**src/rtl/ctrl_pkg.sv**
```systemverilog
`default_nettype none

package ctrl_pkg;

  ////////////////////
  // State and mux encodings
  ////////////////////

  // Controller FSM states
  typedef enum logic [1:0] {
    RESET      = 2'd0,
    BOOT_SET   = 2'd1,
    FUNCTIONAL = 2'd2,
    SLEEP      = 2'd3
  } ctrl_state_e;

  // Source of the next fetch PC
  typedef enum logic [2:0] {
    PC_BOOT      = 3'd0,
    PC_JUMP      = 3'd1,
    PC_MRET      = 3'd2,
    PC_BRANCH    = 3'd3,
    PC_EXCEPTION = 3'd4
  } pc_mux_e;

  // Handler base selection when pc_mux is PC_EXCEPTION
  typedef enum logic [1:0] {
    EXC_PC_EXCEPTION = 2'd0,
    EXC_PC_IRQ       = 2'd1,
    EXC_PC_NMI       = 2'd2
  } exc_pc_mux_e;

  ////////////////////
  // Cause codes
  ////////////////////

  typedef logic [7:0] exc_code_t;

  // Synchronous exceptions
  localparam exc_code_t EXC_CAUSE_INSTR_FAULT     = 8'd1;
  localparam exc_code_t EXC_CAUSE_INSTR_BUS_FAULT = 8'd1;
  localparam exc_code_t EXC_CAUSE_ILLEGAL_INSN    = 8'd2;
  localparam exc_code_t EXC_CAUSE_BREAKPOINT      = 8'd3;
  localparam exc_code_t EXC_CAUSE_ECALL_MMODE     = 8'd11;
  // NMI codes, reported with the interrupt bit set
  localparam exc_code_t INT_CAUSE_LSU_LOAD_FAULT  = 8'd128;
  localparam exc_code_t INT_CAUSE_LSU_STORE_FAULT = 8'd129;

  // mcause image
  typedef struct packed {
    logic      interrupt;
    exc_code_t exception_code;
  } csr_cause_t;

  ////////////////////
  // Pipeline side bundles
  ////////////////////

  // Flags of the instruction sitting in writeback
  typedef struct packed {
    logic instr_valid;
    logic instr_fault;
    logic bus_fault;
    logic illegal;
    logic ecall;
    logic ebrk;
    logic wfi;
    logic mret;
    logic lsu_en;
    logic rf_we;
  } wb_flags_t;

  // Valid bits of the IF/ID and ID/EX pipeline registers
  typedef struct packed {
    logic if_id_valid;
    logic id_ex_valid;
  } stage_valid_t;

  // Hazard stalls from the bypass logic
  typedef struct packed {
    logic jr_stall;
    logic load_stall;
    logic csr_stall;
    logic wfi_stall;
    logic minstret_stall;
  } byp_stall_t;

  // Writeback events, already qualified with instr_valid
  typedef struct packed {
    logic      exception;
    exc_code_t exc_cause;
    logic      wfi;
    logic      mret_wb;
    logic      retire_lsu;
  } wb_evt_t;

  // Everything the controller drives into the pipeline and CSRs
  typedef struct packed {
    logic        instr_req;
    logic        ctrl_busy;
    logic        pc_set;
    pc_mux_e     pc_mux;
    exc_pc_mux_e exc_pc_mux;
    logic        kill_if;
    logic        kill_id;
    logic        kill_ex;
    logic        kill_wb;
    logic        halt_if;
    logic        halt_id;
    logic        halt_ex;
    logic        halt_wb;
    logic        csr_save_if;
    logic        csr_save_id;
    logic        csr_save_ex;
    logic        csr_save_wb;
    logic        csr_save_cause;
    logic        csr_restore_mret;
    csr_cause_t  csr_cause;
    logic        irq_ack;
    exc_code_t   irq_id;
    exc_code_t   m_exc_vec_pc_mux;
    logic        pending_nmi;
  } ctrl_out_t;

endpackage

`default_nettype wire

```
**src/rtl/ctrl_main_fsm.sv**
```systemverilog
`timescale 1ns/1ps
`default_nettype none

module ctrl_main_fsm #(
  parameter int unsigned IRQ_ID_W = 5
) (
  input  wire                     clk,
  input  wire                     rst_n,
  input  wire                     fetch_enable_i,
  input  wire                     mret_id_i,
  input  wire                     jump_id_i,
  input  wire                     branch_ex_i,
  input  wire                     if_valid_i,
  input  wire                     id_ready_i,
  input  wire                     irq_wu_i,
  input  wire                     vectored_i,
  input  wire                     pending_irq_i,
  input  wire                     irq_allowed_i,
  input  wire                     pending_nmi_i,
  input  wire                     nmi_is_store_i,
  input  wire                     halt_id_req_i,
  input  wire [IRQ_ID_W-1:0]      irq_id_i,
  input  wire                     minstret_stall_i,
  input  ctrl_pkg::stage_valid_t  stage_valid_i,
  input  ctrl_pkg::wb_evt_t       wb_evt_i,
  input  wire                     wb_valid_i,
  output ctrl_pkg::ctrl_out_t     ctrl_o,
  output logic                    nmi_taken_o
);

  import ctrl_pkg::*;

  ctrl_state_e state_q;
  ctrl_state_e state_d;

  // Blocks a second redirect to the same target while stalled
  logic branch_taken_q;
  logic branch_taken_d;

  logic jump_taken_id;
  logic branch_taken_ex;
  logic take_nmi;
  logic take_irq;

  // Oldest valid stage, one hot
  logic save_wb_sel;
  logic save_ex_sel;
  logic save_id_sel;
  logic save_if_sel;

  // Interrupt id widened to the cause field
  exc_code_t irq_code;

  assign irq_code = exc_code_t'(irq_id_i);

  // ID and EX inputs arrive already qualified by their own stage
  assign jump_taken_id   = (jump_id_i | mret_id_i) & ~branch_taken_q;
  assign branch_taken_ex = branch_ex_i & ~branch_taken_q;

  assign take_nmi = pending_nmi_i & irq_allowed_i;
  assign take_irq = pending_irq_i & irq_allowed_i;

  // IF PC is always valid, it is the next one to issue
  assign save_wb_sel = wb_valid_i;
  assign save_ex_sel = ~wb_valid_i & stage_valid_i.id_ex_valid;
  assign save_id_sel = ~wb_valid_i & ~stage_valid_i.id_ex_valid & stage_valid_i.if_id_valid;
  assign save_if_sel = ~wb_valid_i & ~stage_valid_i.id_ex_valid & ~stage_valid_i.if_id_valid;

  ////////////////////
  // Next state and outputs
  ////////////////////

  always_comb begin
    state_d        = state_q;
    branch_taken_d = branch_taken_q;

    ctrl_o.instr_req  = 1'b1;
    ctrl_o.ctrl_busy  = 1'b1;
    ctrl_o.pc_set     = 1'b0;
    ctrl_o.pc_mux     = PC_BOOT;
    ctrl_o.exc_pc_mux = EXC_PC_IRQ;

    ctrl_o.kill_if = 1'b0;
    ctrl_o.kill_id = 1'b0;
    ctrl_o.kill_ex = 1'b0;
    ctrl_o.kill_wb = 1'b0;

    // Hazards and blocked interrupts halt ID, minstret reads halt EX
    ctrl_o.halt_if = 1'b0;
    ctrl_o.halt_id = halt_id_req_i;
    ctrl_o.halt_ex = minstret_stall_i;
    ctrl_o.halt_wb = 1'b0;

    ctrl_o.csr_save_if      = 1'b0;
    ctrl_o.csr_save_id      = 1'b0;
    ctrl_o.csr_save_ex      = 1'b0;
    ctrl_o.csr_save_wb      = 1'b0;
    ctrl_o.csr_save_cause   = 1'b0;
    ctrl_o.csr_restore_mret = 1'b0;
    ctrl_o.csr_cause        = '0;

    ctrl_o.irq_ack = 1'b0;
    ctrl_o.irq_id  = '0;

    unique case (state_q)
      RESET: begin
        ctrl_o.instr_req = 1'b0;
        if (fetch_enable_i) begin
          state_d = BOOT_SET;
        end
      end
      // Registered boot redirect keeps fetch_enable_i off the PC path
      BOOT_SET: begin
        ctrl_o.pc_set = 1'b1;
        ctrl_o.pc_mux = PC_BOOT;
        state_d       = FUNCTIONAL;
      end
      FUNCTIONAL: begin
        if (take_nmi || take_irq) begin
          // Flush everything, the handler restarts from the oldest PC
          ctrl_o.kill_if        = 1'b1;
          ctrl_o.kill_id        = 1'b1;
          ctrl_o.kill_ex        = 1'b1;
          ctrl_o.kill_wb        = 1'b1;
          ctrl_o.pc_set         = 1'b1;
          ctrl_o.pc_mux         = PC_EXCEPTION;
          ctrl_o.csr_save_cause = 1'b1;
          ctrl_o.csr_save_wb    = save_wb_sel;
          ctrl_o.csr_save_ex    = save_ex_sel;
          ctrl_o.csr_save_id    = save_id_sel;
          ctrl_o.csr_save_if    = save_if_sel;
          ctrl_o.csr_cause.interrupt = 1'b1;
          if (take_nmi) begin
            ctrl_o.exc_pc_mux = EXC_PC_NMI;
            ctrl_o.csr_cause.exception_code = nmi_is_store_i ? INT_CAUSE_LSU_STORE_FAULT :
                                                               INT_CAUSE_LSU_LOAD_FAULT;
          end else begin
            ctrl_o.exc_pc_mux = EXC_PC_IRQ;
            ctrl_o.irq_ack    = 1'b1;
            ctrl_o.irq_id     = irq_code;
            ctrl_o.csr_cause.exception_code = irq_code;
          end
        end else begin
          if (wb_evt_i.exception) begin
            // WB write enables are already suppressed, so WB is not killed
            ctrl_o.kill_if        = 1'b1;
            ctrl_o.kill_id        = 1'b1;
            ctrl_o.kill_ex        = 1'b1;
            ctrl_o.pc_set         = 1'b1;
            ctrl_o.pc_mux         = PC_EXCEPTION;
            ctrl_o.exc_pc_mux     = EXC_PC_EXCEPTION;
            ctrl_o.csr_save_wb    = 1'b1;
            ctrl_o.csr_save_cause = 1'b1;
            ctrl_o.csr_cause.exception_code = wb_evt_i.exc_cause;
          end else if (wb_evt_i.wfi) begin
            // EX keeps moving so its bubble drains into WB
            ctrl_o.halt_if   = 1'b1;
            ctrl_o.halt_id   = 1'b1;
            ctrl_o.instr_req = 1'b0;
            state_d          = SLEEP;
          end else if (branch_taken_ex) begin
            ctrl_o.kill_if = 1'b1;
            ctrl_o.kill_id = 1'b1;
            ctrl_o.pc_set  = 1'b1;
            ctrl_o.pc_mux  = PC_BRANCH;
            branch_taken_d = 1'b1;
          end else if (jump_taken_id) begin
            ctrl_o.kill_if = 1'b1;
            ctrl_o.pc_set  = 1'b1;
            ctrl_o.pc_mux  = mret_id_i ? PC_MRET : PC_JUMP;
            branch_taken_d = 1'b1;
          end
          // mstatus and friends come back when mret retires
          ctrl_o.csr_restore_mret = wb_evt_i.mret_wb;
        end
      end
      SLEEP: begin
        ctrl_o.ctrl_busy = 1'b0;
        ctrl_o.instr_req = 1'b0;
        // Halting WB holds the whole pipe behind it
        ctrl_o.halt_wb   = 1'b1;
        if (irq_wu_i) begin
          ctrl_o.ctrl_busy = 1'b1;
          state_d          = FUNCTIONAL;
        end
      end
      default: begin
        ctrl_o.instr_req = 1'b0;
        state_d          = RESET;
      end
    endcase

    // New instruction leaves IF, redirects are allowed again
    if (branch_taken_q && if_valid_i && id_ready_i) begin
      branch_taken_d = 1'b0;
    end

    // Vector table index only for an acked interrupt in vectored mode
    ctrl_o.m_exc_vec_pc_mux = (vectored_i && ctrl_o.irq_ack) ? irq_code : '0;
    ctrl_o.pending_nmi      = pending_nmi_i;
  end

  assign nmi_taken_o = (state_q == FUNCTIONAL) & take_nmi;

  ////////////////////
  // State flops
  ////////////////////

  always_ff @(posedge clk or negedge rst_n) begin
    if (!rst_n) begin
      state_q        <= RESET;
      branch_taken_q <= 1'b0;
    end else begin
      state_q        <= state_d;
      branch_taken_q <= branch_taken_d;
    end
  end

  // No redirect before the boot sequence has started
  assert property (@(posedge clk) disable iff (!rst_n)
    (state_q == RESET) |-> !ctrl_o.pc_set);

  // The CSR block saves exactly one PC per trap
  assert property (@(posedge clk) disable iff (!rst_n)
    $onehot0({ctrl_o.csr_save_if, ctrl_o.csr_save_id, ctrl_o.csr_save_ex, ctrl_o.csr_save_wb}));

endmodule

`default_nettype wire

```
**src/rtl/ctrl_pending_track.sv**
```systemverilog
`timescale 1ns/1ps
`default_nettype none

module ctrl_pending_track (
  input  wire                   clk,
  input  wire                   rst_n,
  input  wire                   lsu_err_wb_i,
  input  wire                   rf_we_i,
  input  wire                   obi_data_req_i,
  input  wire                   ex_valid_i,
  input  wire                   wb_ready_i,
  input  wire                   irq_req_i,
  input  wire                   nmi_taken_i,
  input  ctrl_pkg::wb_evt_t     wb_evt_i,
  input  ctrl_pkg::byp_stall_t  byp_i,
  output logic                  pending_irq_o,
  output logic                  irq_allowed_o,
  output logic                  pending_nmi_o,
  output logic                  nmi_is_store_o,
  output logic                  halt_id_req_o
);

  // Sticky bus error from writeback
  logic nmi_pending_q;
  // 1 for a store, 0 for a load
  logic nmi_is_store_q;
  // Data request went out while the LSU instruction is still in EX
  logic obi_data_req_q;
  // LSU instruction leaves EX this cycle
  logic ex_to_wb;
  logic irq_allowed;
  logic hazard_stall;

  assign ex_to_wb = ex_valid_i & wb_ready_i;

  ////////////////////
  // NMI flag
  ////////////////////

  // First error wins, later errors are dropped until the NMI is taken
  always_ff @(posedge clk or negedge rst_n) begin
    if (!rst_n) begin
      nmi_pending_q  <= 1'b0;
      nmi_is_store_q <= 1'b0;
    end else if (lsu_err_wb_i && !nmi_pending_q) begin
      nmi_pending_q  <= 1'b1;
      // Loads write the register file, stores do not
      nmi_is_store_q <= ~rf_we_i;
    end else if (nmi_taken_i) begin
      nmi_pending_q  <= 1'b0;
    end
  end

  // Outstanding data request tracking
  always_ff @(posedge clk or negedge rst_n) begin
    if (!rst_n) begin
      obi_data_req_q <= 1'b0;
    end else if (obi_data_req_i && !ex_to_wb) begin
      obi_data_req_q <= 1'b1;
    end else if (ex_to_wb) begin
      obi_data_req_q <= 1'b0;
    end
  end

  ////////////////////
  // Interrupt gating
  ////////////////////

  // No interrupt while a load or store is committed to the bus
  assign irq_allowed = ~wb_evt_i.retire_lsu & ~obi_data_req_q;

  assign hazard_stall = byp_i.jr_stall | byp_i.load_stall | byp_i.csr_stall |
                        byp_i.wfi_stall;

  // Blocked requests halt ID so that an interruptible bubble reaches WB
  assign halt_id_req_o = hazard_stall |
                         (irq_req_i & ~irq_allowed) |
                         (nmi_pending_q & ~irq_allowed);

  assign pending_irq_o  = irq_req_i;
  assign irq_allowed_o  = irq_allowed;
  assign pending_nmi_o  = nmi_pending_q;
  assign nmi_is_store_o = nmi_is_store_q;

  // The FSM only takes an NMI that this block has flagged
  assert property (@(posedge clk) disable iff (!rst_n)
    nmi_taken_i |-> nmi_pending_q);

endmodule

`default_nettype wire

```
**src/rtl/ctrl_top.sv**
```systemverilog
`timescale 1ns/1ps
`default_nettype none

module ctrl_top #(
  parameter int unsigned IRQ_ID_W = 5
) (
  input  wire                       clk,
  input  wire                       rst_n,
  input  wire                       fetch_enable_i,
  input  ctrl_pkg::byp_stall_t      byp_i,
  input  ctrl_pkg::stage_valid_t    stage_valid_i,
  input  ctrl_pkg::wb_flags_t       wb_i,
  input  wire                       mret_id_i,
  input  wire                       jump_id_i,
  input  wire                       branch_ex_i,
  input  wire                       obi_data_req_i,
  input  wire                       ex_valid_i,
  input  wire                       wb_ready_i,
  input  wire                       if_valid_i,
  input  wire                       id_ready_i,
  input  wire                       lsu_err_wb_i,
  input  wire                       irq_req_i,
  input  wire [IRQ_ID_W-1:0]        irq_id_i,
  input  wire                       irq_wu_i,
  input  wire                       vectored_i,
  output ctrl_pkg::ctrl_out_t       ctrl_o
);

  import ctrl_pkg::*;

  // Writeback events shared by both consumers
  wb_evt_t wb_evt;

  // Interrupt bookkeeping towards the FSM
  logic pending_irq;
  logic irq_allowed;
  logic pending_nmi;
  logic nmi_is_store;
  logic halt_id_req;
  // Back from the FSM, clears the sticky NMI
  logic nmi_taken;

  ctrl_wb_decode wb_decode_inst (
    .wb_i     (wb_i),
    .wb_evt_o (wb_evt)
  );

  ctrl_pending_track pending_track_inst (
    .clk            (clk),
    .rst_n          (rst_n),
    .lsu_err_wb_i   (lsu_err_wb_i),
    .rf_we_i        (wb_i.rf_we),
    .obi_data_req_i (obi_data_req_i),
    .ex_valid_i     (ex_valid_i),
    .wb_ready_i     (wb_ready_i),
    .irq_req_i      (irq_req_i),
    .nmi_taken_i    (nmi_taken),
    .wb_evt_i       (wb_evt),
    .byp_i          (byp_i),
    .pending_irq_o  (pending_irq),
    .irq_allowed_o  (irq_allowed),
    .pending_nmi_o  (pending_nmi),
    .nmi_is_store_o (nmi_is_store),
    .halt_id_req_o  (halt_id_req)
  );

  ctrl_main_fsm #(
    .IRQ_ID_W (IRQ_ID_W)
  ) main_fsm_inst (
    .clk              (clk),
    .rst_n            (rst_n),
    .fetch_enable_i   (fetch_enable_i),
    .mret_id_i        (mret_id_i),
    .jump_id_i        (jump_id_i),
    .branch_ex_i      (branch_ex_i),
    .if_valid_i       (if_valid_i),
    .id_ready_i       (id_ready_i),
    .irq_wu_i         (irq_wu_i),
    .vectored_i       (vectored_i),
    .pending_irq_i    (pending_irq),
    .irq_allowed_i    (irq_allowed),
    .pending_nmi_i    (pending_nmi),
    .nmi_is_store_i   (nmi_is_store),
    .halt_id_req_i    (halt_id_req),
    .irq_id_i         (irq_id_i),
    .minstret_stall_i (byp_i.minstret_stall),
    .stage_valid_i    (stage_valid_i),
    .wb_evt_i         (wb_evt),
    .wb_valid_i       (wb_i.instr_valid),
    .ctrl_o           (ctrl_o),
    .nmi_taken_o      (nmi_taken)
  );

endmodule

`default_nettype wire

```
**src/rtl/ctrl_wb_decode.sv**
```systemverilog
`timescale 1ns/1ps
`default_nettype none

module ctrl_wb_decode (
  input  ctrl_pkg::wb_flags_t wb_i,
  output ctrl_pkg::wb_evt_t   wb_evt_o
);

  import ctrl_pkg::*;

  // Any trap source seen on the instruction, before qualification
  logic fault_any;
  // Cause chosen by fixed priority
  exc_code_t cause;

  assign fault_any = wb_i.instr_fault | wb_i.bus_fault | wb_i.illegal |
                     wb_i.ecall | wb_i.ebrk;

  ////////////////////
  // Cause priority
  ////////////////////

  // Fetch side faults first, then decode faults, then environment calls
  always_comb begin
    if (wb_i.instr_fault) begin
      cause = EXC_CAUSE_INSTR_FAULT;
    end else if (wb_i.bus_fault) begin
      cause = EXC_CAUSE_INSTR_BUS_FAULT;
    end else if (wb_i.illegal) begin
      cause = EXC_CAUSE_ILLEGAL_INSN;
    end else if (wb_i.ecall) begin
      cause = EXC_CAUSE_ECALL_MMODE;
    end else if (wb_i.ebrk) begin
      cause = EXC_CAUSE_BREAKPOINT;
    end else begin
      cause = '0;
    end
  end

  ////////////////////
  // Qualified events
  ////////////////////

  // Bubbles in writeback never raise an event
  assign wb_evt_o.exception  = wb_i.instr_valid & fault_any;
  assign wb_evt_o.exc_cause  = cause;
  assign wb_evt_o.wfi        = wb_i.instr_valid & wb_i.wfi;
  assign wb_evt_o.mret_wb    = wb_i.instr_valid & wb_i.mret;
  // Load or store still waiting for its response, not interruptible
  assign wb_evt_o.retire_lsu = wb_i.instr_valid & wb_i.lsu_en;

endmodule

`default_nettype wire

```
**config.mk**
```make
export PLATFORM = sky130hd
export DESIGN_NAME = ctrl_top
export DESIGN_NICKNAME = d
export VERILOG_FILES = /design/src/rtl/ctrl_pkg.sv /design/src/rtl/ctrl_main_fsm.sv /design/src/rtl/ctrl_pending_track.sv /design/src/rtl/ctrl_top.sv /design/src/rtl/ctrl_wb_decode.sv
export SDC_FILE = /design/constraint.sdc
export NUM_CORES = 1
export LEC_CHECK = 0
export ABC_AREA = 0
export BUFFER_PORTS_ARGS = -buffer_cell sky130_fd_sc_hd__buf_2
export CAP_MARGIN = 20
export CORE_UTILIZATION = 37
export CTS_BUF_LIST = sky130_fd_sc_hd__clkbuf_2 sky130_fd_sc_hd__clkbuf_4 sky130_fd_sc_hd__clkbuf_8
export CTS_CLUSTER_SIZE = 8
export DETAILED_ROUTE_END_ITERATION = 6
export MAX_ROUTING_LAYER = met4
export PLACE_DENSITY = 0.83
export SLEW_MARGIN = 20
export SYNTH_ARGS = -nofsm -noshare
export SYNTH_HDL_FRONTEND = slang
export SYNTH_SLANG_ARGS = --single-unit
```
**constraint.sdc**
```tcl
create_clock -name clk -period 1.8 [get_ports clk]
set_input_delay 0.18 -clock clk [delete_from_list [all_inputs] [get_ports clk]]
set_output_delay 0.18 -clock clk [all_outputs]
set_load 0.005 [all_outputs]
```
==> impl_metrics.toml, run 1 <==
[global_route]
grt_pass1_wl_mm = 3.88
first_global_vias = 976
grt_usage = 0.206
grt_max_degree = 12
grt-ovfl-total = 0
antenna_found_initial = 0

[power]
p_comb_frac = 0.715
vdd_drop_max_v = 0.000637
powerDensity_mw_per_mm2 = 840
power_switching_w = 0.000479
clockPowerShare = 0.103
seq_power_share = 0.182
p_int_w = 0.000701
swShare = 0.406
leakage_nw = 0.802
total_power_w = 0.00118

[final_layout]
nets = 237
antenna_cells = 0
n_fill_cell = 192
drive_gt1_frac = 0.591
fin_cells = 221
syn_to_final_growth_pct = 63.9
final_core_util = 0.641

[floorplanning]
die-area_sq_mm = 0.00251
die_w_um = 50.1
pin_count = 86
initial_core_util = 0.391
rows = 17
die_h_um = 50.1
core_sq_mm = 0.00219

[place]
hpwl_mm = 2.01
place_inst = 208
gp_congestion = 0.797
portBuffers = 75

[cts]
cts_buffers = 3
clk_path_buf_depth = 2
clkLatencyLatePin_ns = 0.24
cts_tree = "built"
clkTransAtPathRegs_ns = 0.04
clock-sinks = 6
htreeDepth = 1
clock-root-buffer = "clkbuf_4"

[worst_setup_path]
crit_start = "main_fsm_inst.state_q[1]"
crit_path_end_kind = "output port"
critPathArrivalTime_ns = 1.62
required_ns = 1.62
worstReg2RegEnd = "main_fsm_inst.state_q[1]"
timing.rr.start = "main_fsm_inst.state_q[1]"
cp_max_fo = 8
rrSetupSlack_ns = 0.13
rr_worst_depth = 6
endpoint = "ctrl_o[46]"
cp-start-kind = "flop"
path_class = "flop to output port"

[detailed_routing]
drt_wl_total_mm = 2.61
vias_per_cell = 4.81
ant_nets = 0
via_count = 1062
avgRoutedWirePerCell_um = 11.8
drt_iter0_markers = 17
drtPass1Iterations = 4
drc = 0

[min_path]
hp-class = "input port to flop"

[timing]
hold_slack_ns = 0.0973
maxSlewViolCount = 0
finalClockSkew_ns = 0.000790
rsz0062_at_grt = "yes"
clock.fmax_mhz = 556
fin_crit_ns = 1.80
final.setup.tns_ns = 0
hold_violations = 0
period_share = 1.00
setup_viol = 0

[flow_run]
drv_cap = 0

[synthesis]
synth_commonest_cells = "16 x buf_4, 10 x nand2_1, 9 x nor2_1"
synth-edff-count = 0
syn_area_sq_um = 857
synth_cell_types = 40
yosysTopAreaCell = "dfrtp_1"
async_flop_share = 1.00
ys.flop_type = "dfrtp_1"
synthCells = 110
ys_ff_latch = 6
synthTopCellsByArea = "dfrtp_1 18%, buf_4 14%, ha_1 7.3%"
seq_area_frac_synth = 0.175
synth.top_cell.area_share = 0.175
avgSynthCellArea_sq_um = 7.79
ys_warn_count = 0
synth.most_common_cell = "buf_4"

[run_status]
status = "complete, no violations"
## sequential cells by signal, indices dropped and copies added (netlist names)
name and count:
main_fsm_inst.state_q 2, pending_track_inst.nmi_is_store_o 1, pending_track_inst.pending_nmi_o 1, pending_track_inst.obi_data_req_q 1, main_fsm_inst.branch_taken_q 1
## per-layer routing
metal	track usage	up-vias	share of wire
met3	0.0212	4	0.077
met4	0.110	0	0.013
met1	0.227	474	0.41
met5	-	-	0
li1	-	531	-
met2	0.362	53	0.50
## logic make-up after synthesis
logic type	after synthesis	synth area share
muxes	1	0.0117
AOI/OAI and AO/OA	20	0.199
buffers and inverters	24	0.178
other	1	0.00438
adders and majority gates	5	0.0730
and+or+nand+nor	53	0.359
DFF	6	0.175
## layout make-up
class                   count  area, sq um  share of cell area
clock buffers               3         22.5              0.0160
inverters                   6         22.5              0.0160
multi-input cells          88          683               0.486
flip-flops and latches      6          151               0.108
well taps                  28         35.0              0.0249
repair buffers             90          490               0.349
## power groups by stage
stage / clock (W) / combinational, W / sequential, W
after floorplan: 0 / 0.000413 / 0.000214
after CTS: 0.000126 / 0.000778 / 0.000212
after detailed placement: 0 / 0.000689 / 0.000212
after global placement: 0 / 0.000679 / 0.000211
final: 0.000122 / 0.000844 / 0.000215
after global routing: 0.000142 / 0.000924 / 0.000222
## stage by stage
step	cell area, sq um	worst slack [ns]
floorplan	883	0.121
global placement	1210	0.0991
detailed placement	1210	0.0337
CTS	1320	0.00623
global route	1410	-0.0581
finish	1410	0.000216
## layout by cell type, fill, tap and decap left out, types with 4 or more instances in the layout
cell type,n
buf_2,75
buf_4,14
nand2_1,10
nor2_1,8
conb_1,8
and3_1,7
and2_1,5
inv_1,5
dfrtp_1,5
o21ai_0,4
ha_1,4
## what timing repair did
action                                  4_1_cts  5_1_grt
resized for setup                             7       14
cloned                                        0        1
hold buffers                                  1        0
hold endpoints to repair                      6        0
pin swaps                                     5        1
endpoints found under the setup margin       30       17
setup buffers                                 6        2
## worst max-delay path, cell delays in order (launching register included)
cell	delay, ns
dfrtp_1	0.41
ha_4	0.21
and2_4	0.18
a21o_4	0.22
o31a_1	0.23
buf_2	0.12
## worst min path at each step
stage                     from                                 to  slack (ns)  cells after the start
finish              wb_ready_i  pending_track_inst.obi_data_req_q         0.1                      2
CTS                 wb_ready_i  pending_track_inst.obi_data_req_q         0.1                      2
floorplan                rst_n       main_fsm_inst.branch_taken_q       -0.12                      0
detailed placement       rst_n           main_fsm_inst.state_q[1]       0.007                      1
global placement         rst_n           main_fsm_inst.state_q[1]       0.005                      1
global route        ex_valid_i  pending_track_inst.obi_data_req_q        0.08                      2
Note: power is estimated with default switching activity, not from simulation.
==> inputs of run 2 (changes only) <==
==> constraint.sdc (replaced) <==
create_clock -name clk -period 1.8 [get_ports clk]
set_input_delay 0.45 -clock clk [delete_from_list [all_inputs] [get_ports clk]]
set_output_delay 0.45 -clock clk [all_outputs]
set_load 0.005 [all_outputs]
==> run 2 against run 1 <==
  * The run now ends with negative setup slack left
  * Worst setup slack got worse by 0.30 ns
  * Sequential power increased by 3%
  * Fmax decreased by 14%
  * Hold slack got worse by 0.081 ns
  * Register-to-register slack about the same
  * Cell count increased by 10%
  * Wire length increased by 31%
  * First-iteration DRC count increased by 53%
==> impl_metrics.toml, run 2 (same netlist as run 1, synthesis figures left out) <==
[run_status]
status = "finished, violations left"
violations = "negative setup slack"

[global_route]
grt-ovfl-total = 0
grt_usage = 0.245
grt_max_degree = 8
grt_pass1_wl_mm = 4.53
antenna_found_initial = 0
first_global_vias = 1084

[timing]
maxSlewViolCount = 0
period_share = 1.16
finalClockSkew_ns = 0.00266
clock.fmax_mhz = 477
rsz0062_at_grt = "yes"
fin_crit_ns = 2.10
hold_violations = 0
setup_viol = 35
fin_ws_ns = -0.295

[power]
p_int_w = 0.000886
powerDensity_mw_per_mm2 = 833
seq_power_share = 0.152
swShare = 0.390
total_power_w = 0.00145
clockPowerShare = 0.088
leakage_nw = 0.937
vdd_drop_max_v = 0.000721
p_comb_frac = 0.760
power_switching_w = 0.000566

[detailed_routing]
drt_iter0_markers = 26
ant_nets = 0
avgRoutedWirePerCell_um = 14.0
via_count = 1216
drtPass1Iterations = 7
vias_per_cell = 4.98
drc = 0
drt_wl_total_mm = 3.42

[worst_setup_path]
crit_path_end_kind = "output port"
cp-start-kind = "flop"
cp_max_fo = 6
timing.rr.start = "main_fsm_inst.state_q[0]"
critPathArrivalTime_ns = 1.65
path_class = "flop to output port"
rrSetupSlack_ns = 0.14
worstReg2RegEnd = "main_fsm_inst.state_q[1]"
rr_worst_depth = 8
required_ns = 1.35

[floorplanning]
die-area_sq_mm = 0.00251
core_sq_mm = 0.00219
rows = 17
die_w_um = 50.1
pin_count = 86
die_h_um = 50.1
initial_core_util = 0.391

[cts]
clock-sinks = 6
clk_path_buf_depth = 2
cts_tree = "built"
htreeDepth = 1
clock-root-buffer = "clkbuf_4"
clkLatencyLatePin_ns = 0.25
cts_buffers = 3
clkTransAtPathRegs_ns = 0.05

[place]
pre_cts_ws_ns = -0.263
portBuffers = 75
hpwl_mm = 2.17
gp_congestion = 0.779

[final_layout]
antenna_cells = 0
largest-register = "main_fsm_inst.state_q"
mostFrequentLayoutCell = "buf_2"
nets = 260
syn_to_final_growth_pct = 103
multi_input_area_sq_um = 719
final_cell_mix = "60 x buf_2, 31 x buf_4, 23 x buf_6"
largest_reg_flops = 2
n_fill_cell = 132
seqCellArea_sq_um = 151
drive_gt1_frac = 0.690

[min_path]
hp-class = "input port to asynchronous set/reset pin"

[flow_run]
drv_cap = 0
[run 2: layer usage]
| layer | wire [um] | GRT usage | vias to the layer above |
|---|---|---|---|
| met3 | 198 | 0.0273 | 12 |
| li1 | - | - | 573 |
| met5 | 0 | - | - |
| met1 | 1340 | 0.256 | 574 |
| met4 | 104 | 0.133 | 0 |
| met2 | 1770 | 0.442 | 57 |
[run 2: area by class of cell]
type,instances,share of cell area
clock buffers,3,0.0129
inverters,6,0.0129
multi-input cells,87,0.413
flip-flops and latches,6,0.0869
well taps,28,0.0201
repair buffers,114,0.454
[run 2: how the worst max path moves through the flow]
stage	start	end	slack (ns)	depth (start not counted)
final	main_fsm_inst.state_q[0]	ctrl_o[21]	-0.30	7
after global routing	main_fsm_inst.state_q[0]	ctrl_o[21]	-0.35	7
after CTS	pending_track_inst.pending_nmi_o	ctrl_o[46]	-0.27	5
after detailed placement	wb_i[9]	ctrl_o[19]	-0.26	6
after global placement	wb_i[9]	ctrl_o[19]	-0.17	6
after floorplan	main_fsm_inst.state_q[0]	ctrl_o[46]	-0.02	6
[run 2: per-stage QoR]
step	hold slack, ns	TNS (ns)	instance area (sq um)	std cells	util
after CTS	0.0174	-5.15	1530	238	0.700
after detailed placement	0.281	-2.53	1350	225	0.617
after floorplan	0.154	-0.0158	905	117	-
after global routing	0.0134	-8.32	1740	244	0.796
after global placement	0.278	-1.63	1350	225	0.617
final	0.0163	-6.12	1740	244	0.796
[run 2: power by group through the flow]
stage,logic (W),registers (W),clock network [W]
CTS,0.000936,0.000215,0.000128
global route,0.00118,0.000222,0.000142
finish,0.00110,0.000221,0.000127
detailed placement,0.000783,0.000216,0
global placement,0.000760,0.000213,0
floorplan,0.000445,0.000216,0
[run 2: timing repair]
item                                   in CTS  in global routing
endpoints found under the hold margin       0                  0
cloned                                      0                  0
setup endpoints to repair                  35                 37
gates resized for setup                    22                 31
pin swaps                                   5                 17
hold buffers                                0                  0
setup buffers                              10                  6
[run 2: worst max-delay path: stages, from the launching register on]
cell,delay [ns]
dfrtp_1,0.39
inv_2,0.09
ha_4,0.18
and2_4,0.19
o311ai_4,0.13
nor3b_2,0.18
or2_1,0.12
buf_2,0.12
==> inputs of run 3 (changes only) <==
--- a/config.mk
+++ b/config.mk
@@ -8,6 +8,7 @@
 export ABC_AREA = 0
 export BUFFER_PORTS_ARGS = -buffer_cell sky130_fd_sc_hd__buf_2
 export CAP_MARGIN = 20
+export CORE_MARGIN = 5
 export CORE_UTILIZATION = 37
 export CTS_BUF_LIST = sky130_fd_sc_hd__clkbuf_2 sky130_fd_sc_hd__clkbuf_4 sky130_fd_sc_hd__clkbuf_8
 export CTS_CLUSTER_SIZE = 8
==> run 3 against run 2 <==
  * The flow still finishes with violations (negative setup slack)
  * Hold slack gained 0.00082 ns
  * Sequential cell count did not move
  * Cell count is 1.2% lower
  * First-iteration DRC count is 19% lower
  * Clock-buffer cell count stayed put
  * Non-clock buffer count decreased by 3
  * Worst setup slack lost 0.0057 ns
  * Die area is 34% higher
  * Wire length increased by 3.9%
  * Critical path type is now input port to output port
  * Highest routed layer unchanged
==> impl_metrics.toml, run 3 (same netlist as run 1, synthesis figures left out) <==
[flow_run]
drv_cap = 0

[cts]
clk_path_buf_depth = 2
cts_buffers = 3
clkLatencyLatePin_ns = 0.25
clkTransAtPathRegs_ns = 0.04
cts_tree = "built"
clock-sinks = 6
clock-root-buffer = "clkbuf_4"
htreeDepth = 1

[detailed_routing]
avgRoutedWirePerCell_um = 14.7
drtPass1Iterations = 4
drc = 0
vias_per_cell = 4.93
wl_met3_um = 272
drt_wl_total_mm = 3.55
route.met2.wl_mm = 1.88
ant_nets = 0
top_layer = "met4"
via_count = 1187
wl_met1_mm = 1.30
drt_iter0_markers = 21

[floorplanning]
rows = 17
initial_core_util = 0.387
die_w_um = 58.1
die-area_sq_mm = 0.00338
pin_count = 86
die_h_um = 58.1
core_sq_mm = 0.00221

[global_route]
grt_pass1_wl_mm = 4.66
antenna_found_initial = 0
grt_max_degree = 12
grt-ovfl-total = 0
grt_usage = 0.177
first_global_vias = 1096

[worst_setup_path]
cp_max_fo = 7
required_ns = 1.35
crit_path_end_kind = "output port"
critPathArrivalTime_ns = 1.65
path_class = "input port to output port"
cp-start-kind = "input port"

[timing]
rsz0062_at_grt = "yes"
hold_slack_ns = 0.0171
maxSlewViolCount = 0
hold_violations = 0
fin_crit_ns = 2.10
setup_viol = 37
clock.fmax_mhz = 476
finalClockSkew_ns = 0.00195
fin_ws_ns = -0.301
period_share = 1.17

[final_layout]
n_fill_cell = 160
nets = 257
largest_reg_flops = 2
drive_gt1_frac = 0.676
syn_to_final_growth_pct = 97.5
final_cell_mix = "63 x buf_2, 29 x buf_4, 19 x buf_6"
largest-register = "main_fsm_inst.state_q"
final_core_util = 0.765
mostFrequentLayoutCell = "buf_2"
fin_cells = 241
antenna_cells = 0

[power]
vdd_drop_max_v = 0.000754
p_int_w = 0.000868
seq_power_share = 0.153
swShare = 0.390
total_power_w = 0.00142
p_comb_frac = 0.759
power_switching_w = 0.000556
powerDensity_mw_per_mm2 = 842
leakage_nw = 0.912
clockPowerShare = 0.088

[place]
place_inst = 230
pre_cts_ws_ns = -0.203
portBuffers = 75
hpwl_mm = 2.43
gp_congestion = 0.813

[run_status]
violations = "negative setup slack"
status = "finished, violations left"

[min_path]
hp-class = "input port to asynchronous set/reset pin"
[run 3: changes by cell type in the layout (fill, tap and decap cells not counted), moves of 2 or more]
cell   before  now
buf_6      23   19
buf_2      60   63
buf_4      31   29
inv_1       3    5
inv_2       3    1
[run 3: layout make-up]
type | count | area (sq um) | area share
well taps | 28 | 35.0 | 0.0207
inverters | 6 | 22.5 | 0.0133
flip-flops and latches | 6 | 151 | 0.0894
clock buffers | 3 | 22.5 | 0.0133
multi-input cells | 87 | 714 | 0.422
repair buffers | 111 | 747 | 0.441
[run 3: final timing paths]
kind                       depth (start not counted)                                 to                               from  slack [ns]
max in group asynchronous                          1  pending_track_inst.obi_data_req_q                              rst_n        1.62
min reg2reg                                        2  pending_track_inst.nmi_is_store_o  pending_track_inst.nmi_is_store_o        0.50
min                                                1           main_fsm_inst.state_q[0]                              rst_n        0.02
max reg2reg                                        7           main_fsm_inst.state_q[0]           main_fsm_inst.state_q[1]        0.21
min in group clk                                   2  pending_track_inst.obi_data_req_q                         wb_ready_i        0.37
max                                                6                         ctrl_o[46]                            wb_i[5]       -0.30
[run 3: what timing repair did]
action,4_1_cts,5_1_grt
resized for setup,12,33
pin swaps,6,13
hold buffers,0,0
setup buffers,3,6
setup endpoints to repair,35,37
endpoints found under the hold margin,0,0
[run 3: layer usage]
metal | track usage | up-vias
li1 | - | 568
met1 | 0.184 | 559
met2 | 0.329 | 51
met3 | 0.0267 | 9
met4 | 0.0728 | 0
met5 | - | -
[run 3: through the flow]
stage,TNS (ns),instance area [sq um]
floorplan,-0.0158,905
global placement,-2.02,1390
detailed placement,-2.49,1390
CTS,-5.22,1490
global route,-8.42,1690
finish,-6.41,1690
[run 3: worst max-delay path, stage by stage]
cell,delay [ns]
buf_2,0.11
nor3_2,0.23
nand2_1,0.20
a21o_4,0.29
o31a_1,0.24
buf_2,0.13
[run 3: power by group through the flow]
stage	clock network (W)	logic (W)	registers, W
2_1_floorplan	0	0.000445	0.000216
3_3_place_gp	0	0.000825	0.000213
3_5_place_dp	0	0.000835	0.000215
4_1_cts	0.000133	0.000926	0.000214
5_1_grt	0.000134	0.00115	0.000223
6_report	0.000126	0.00108	0.000217
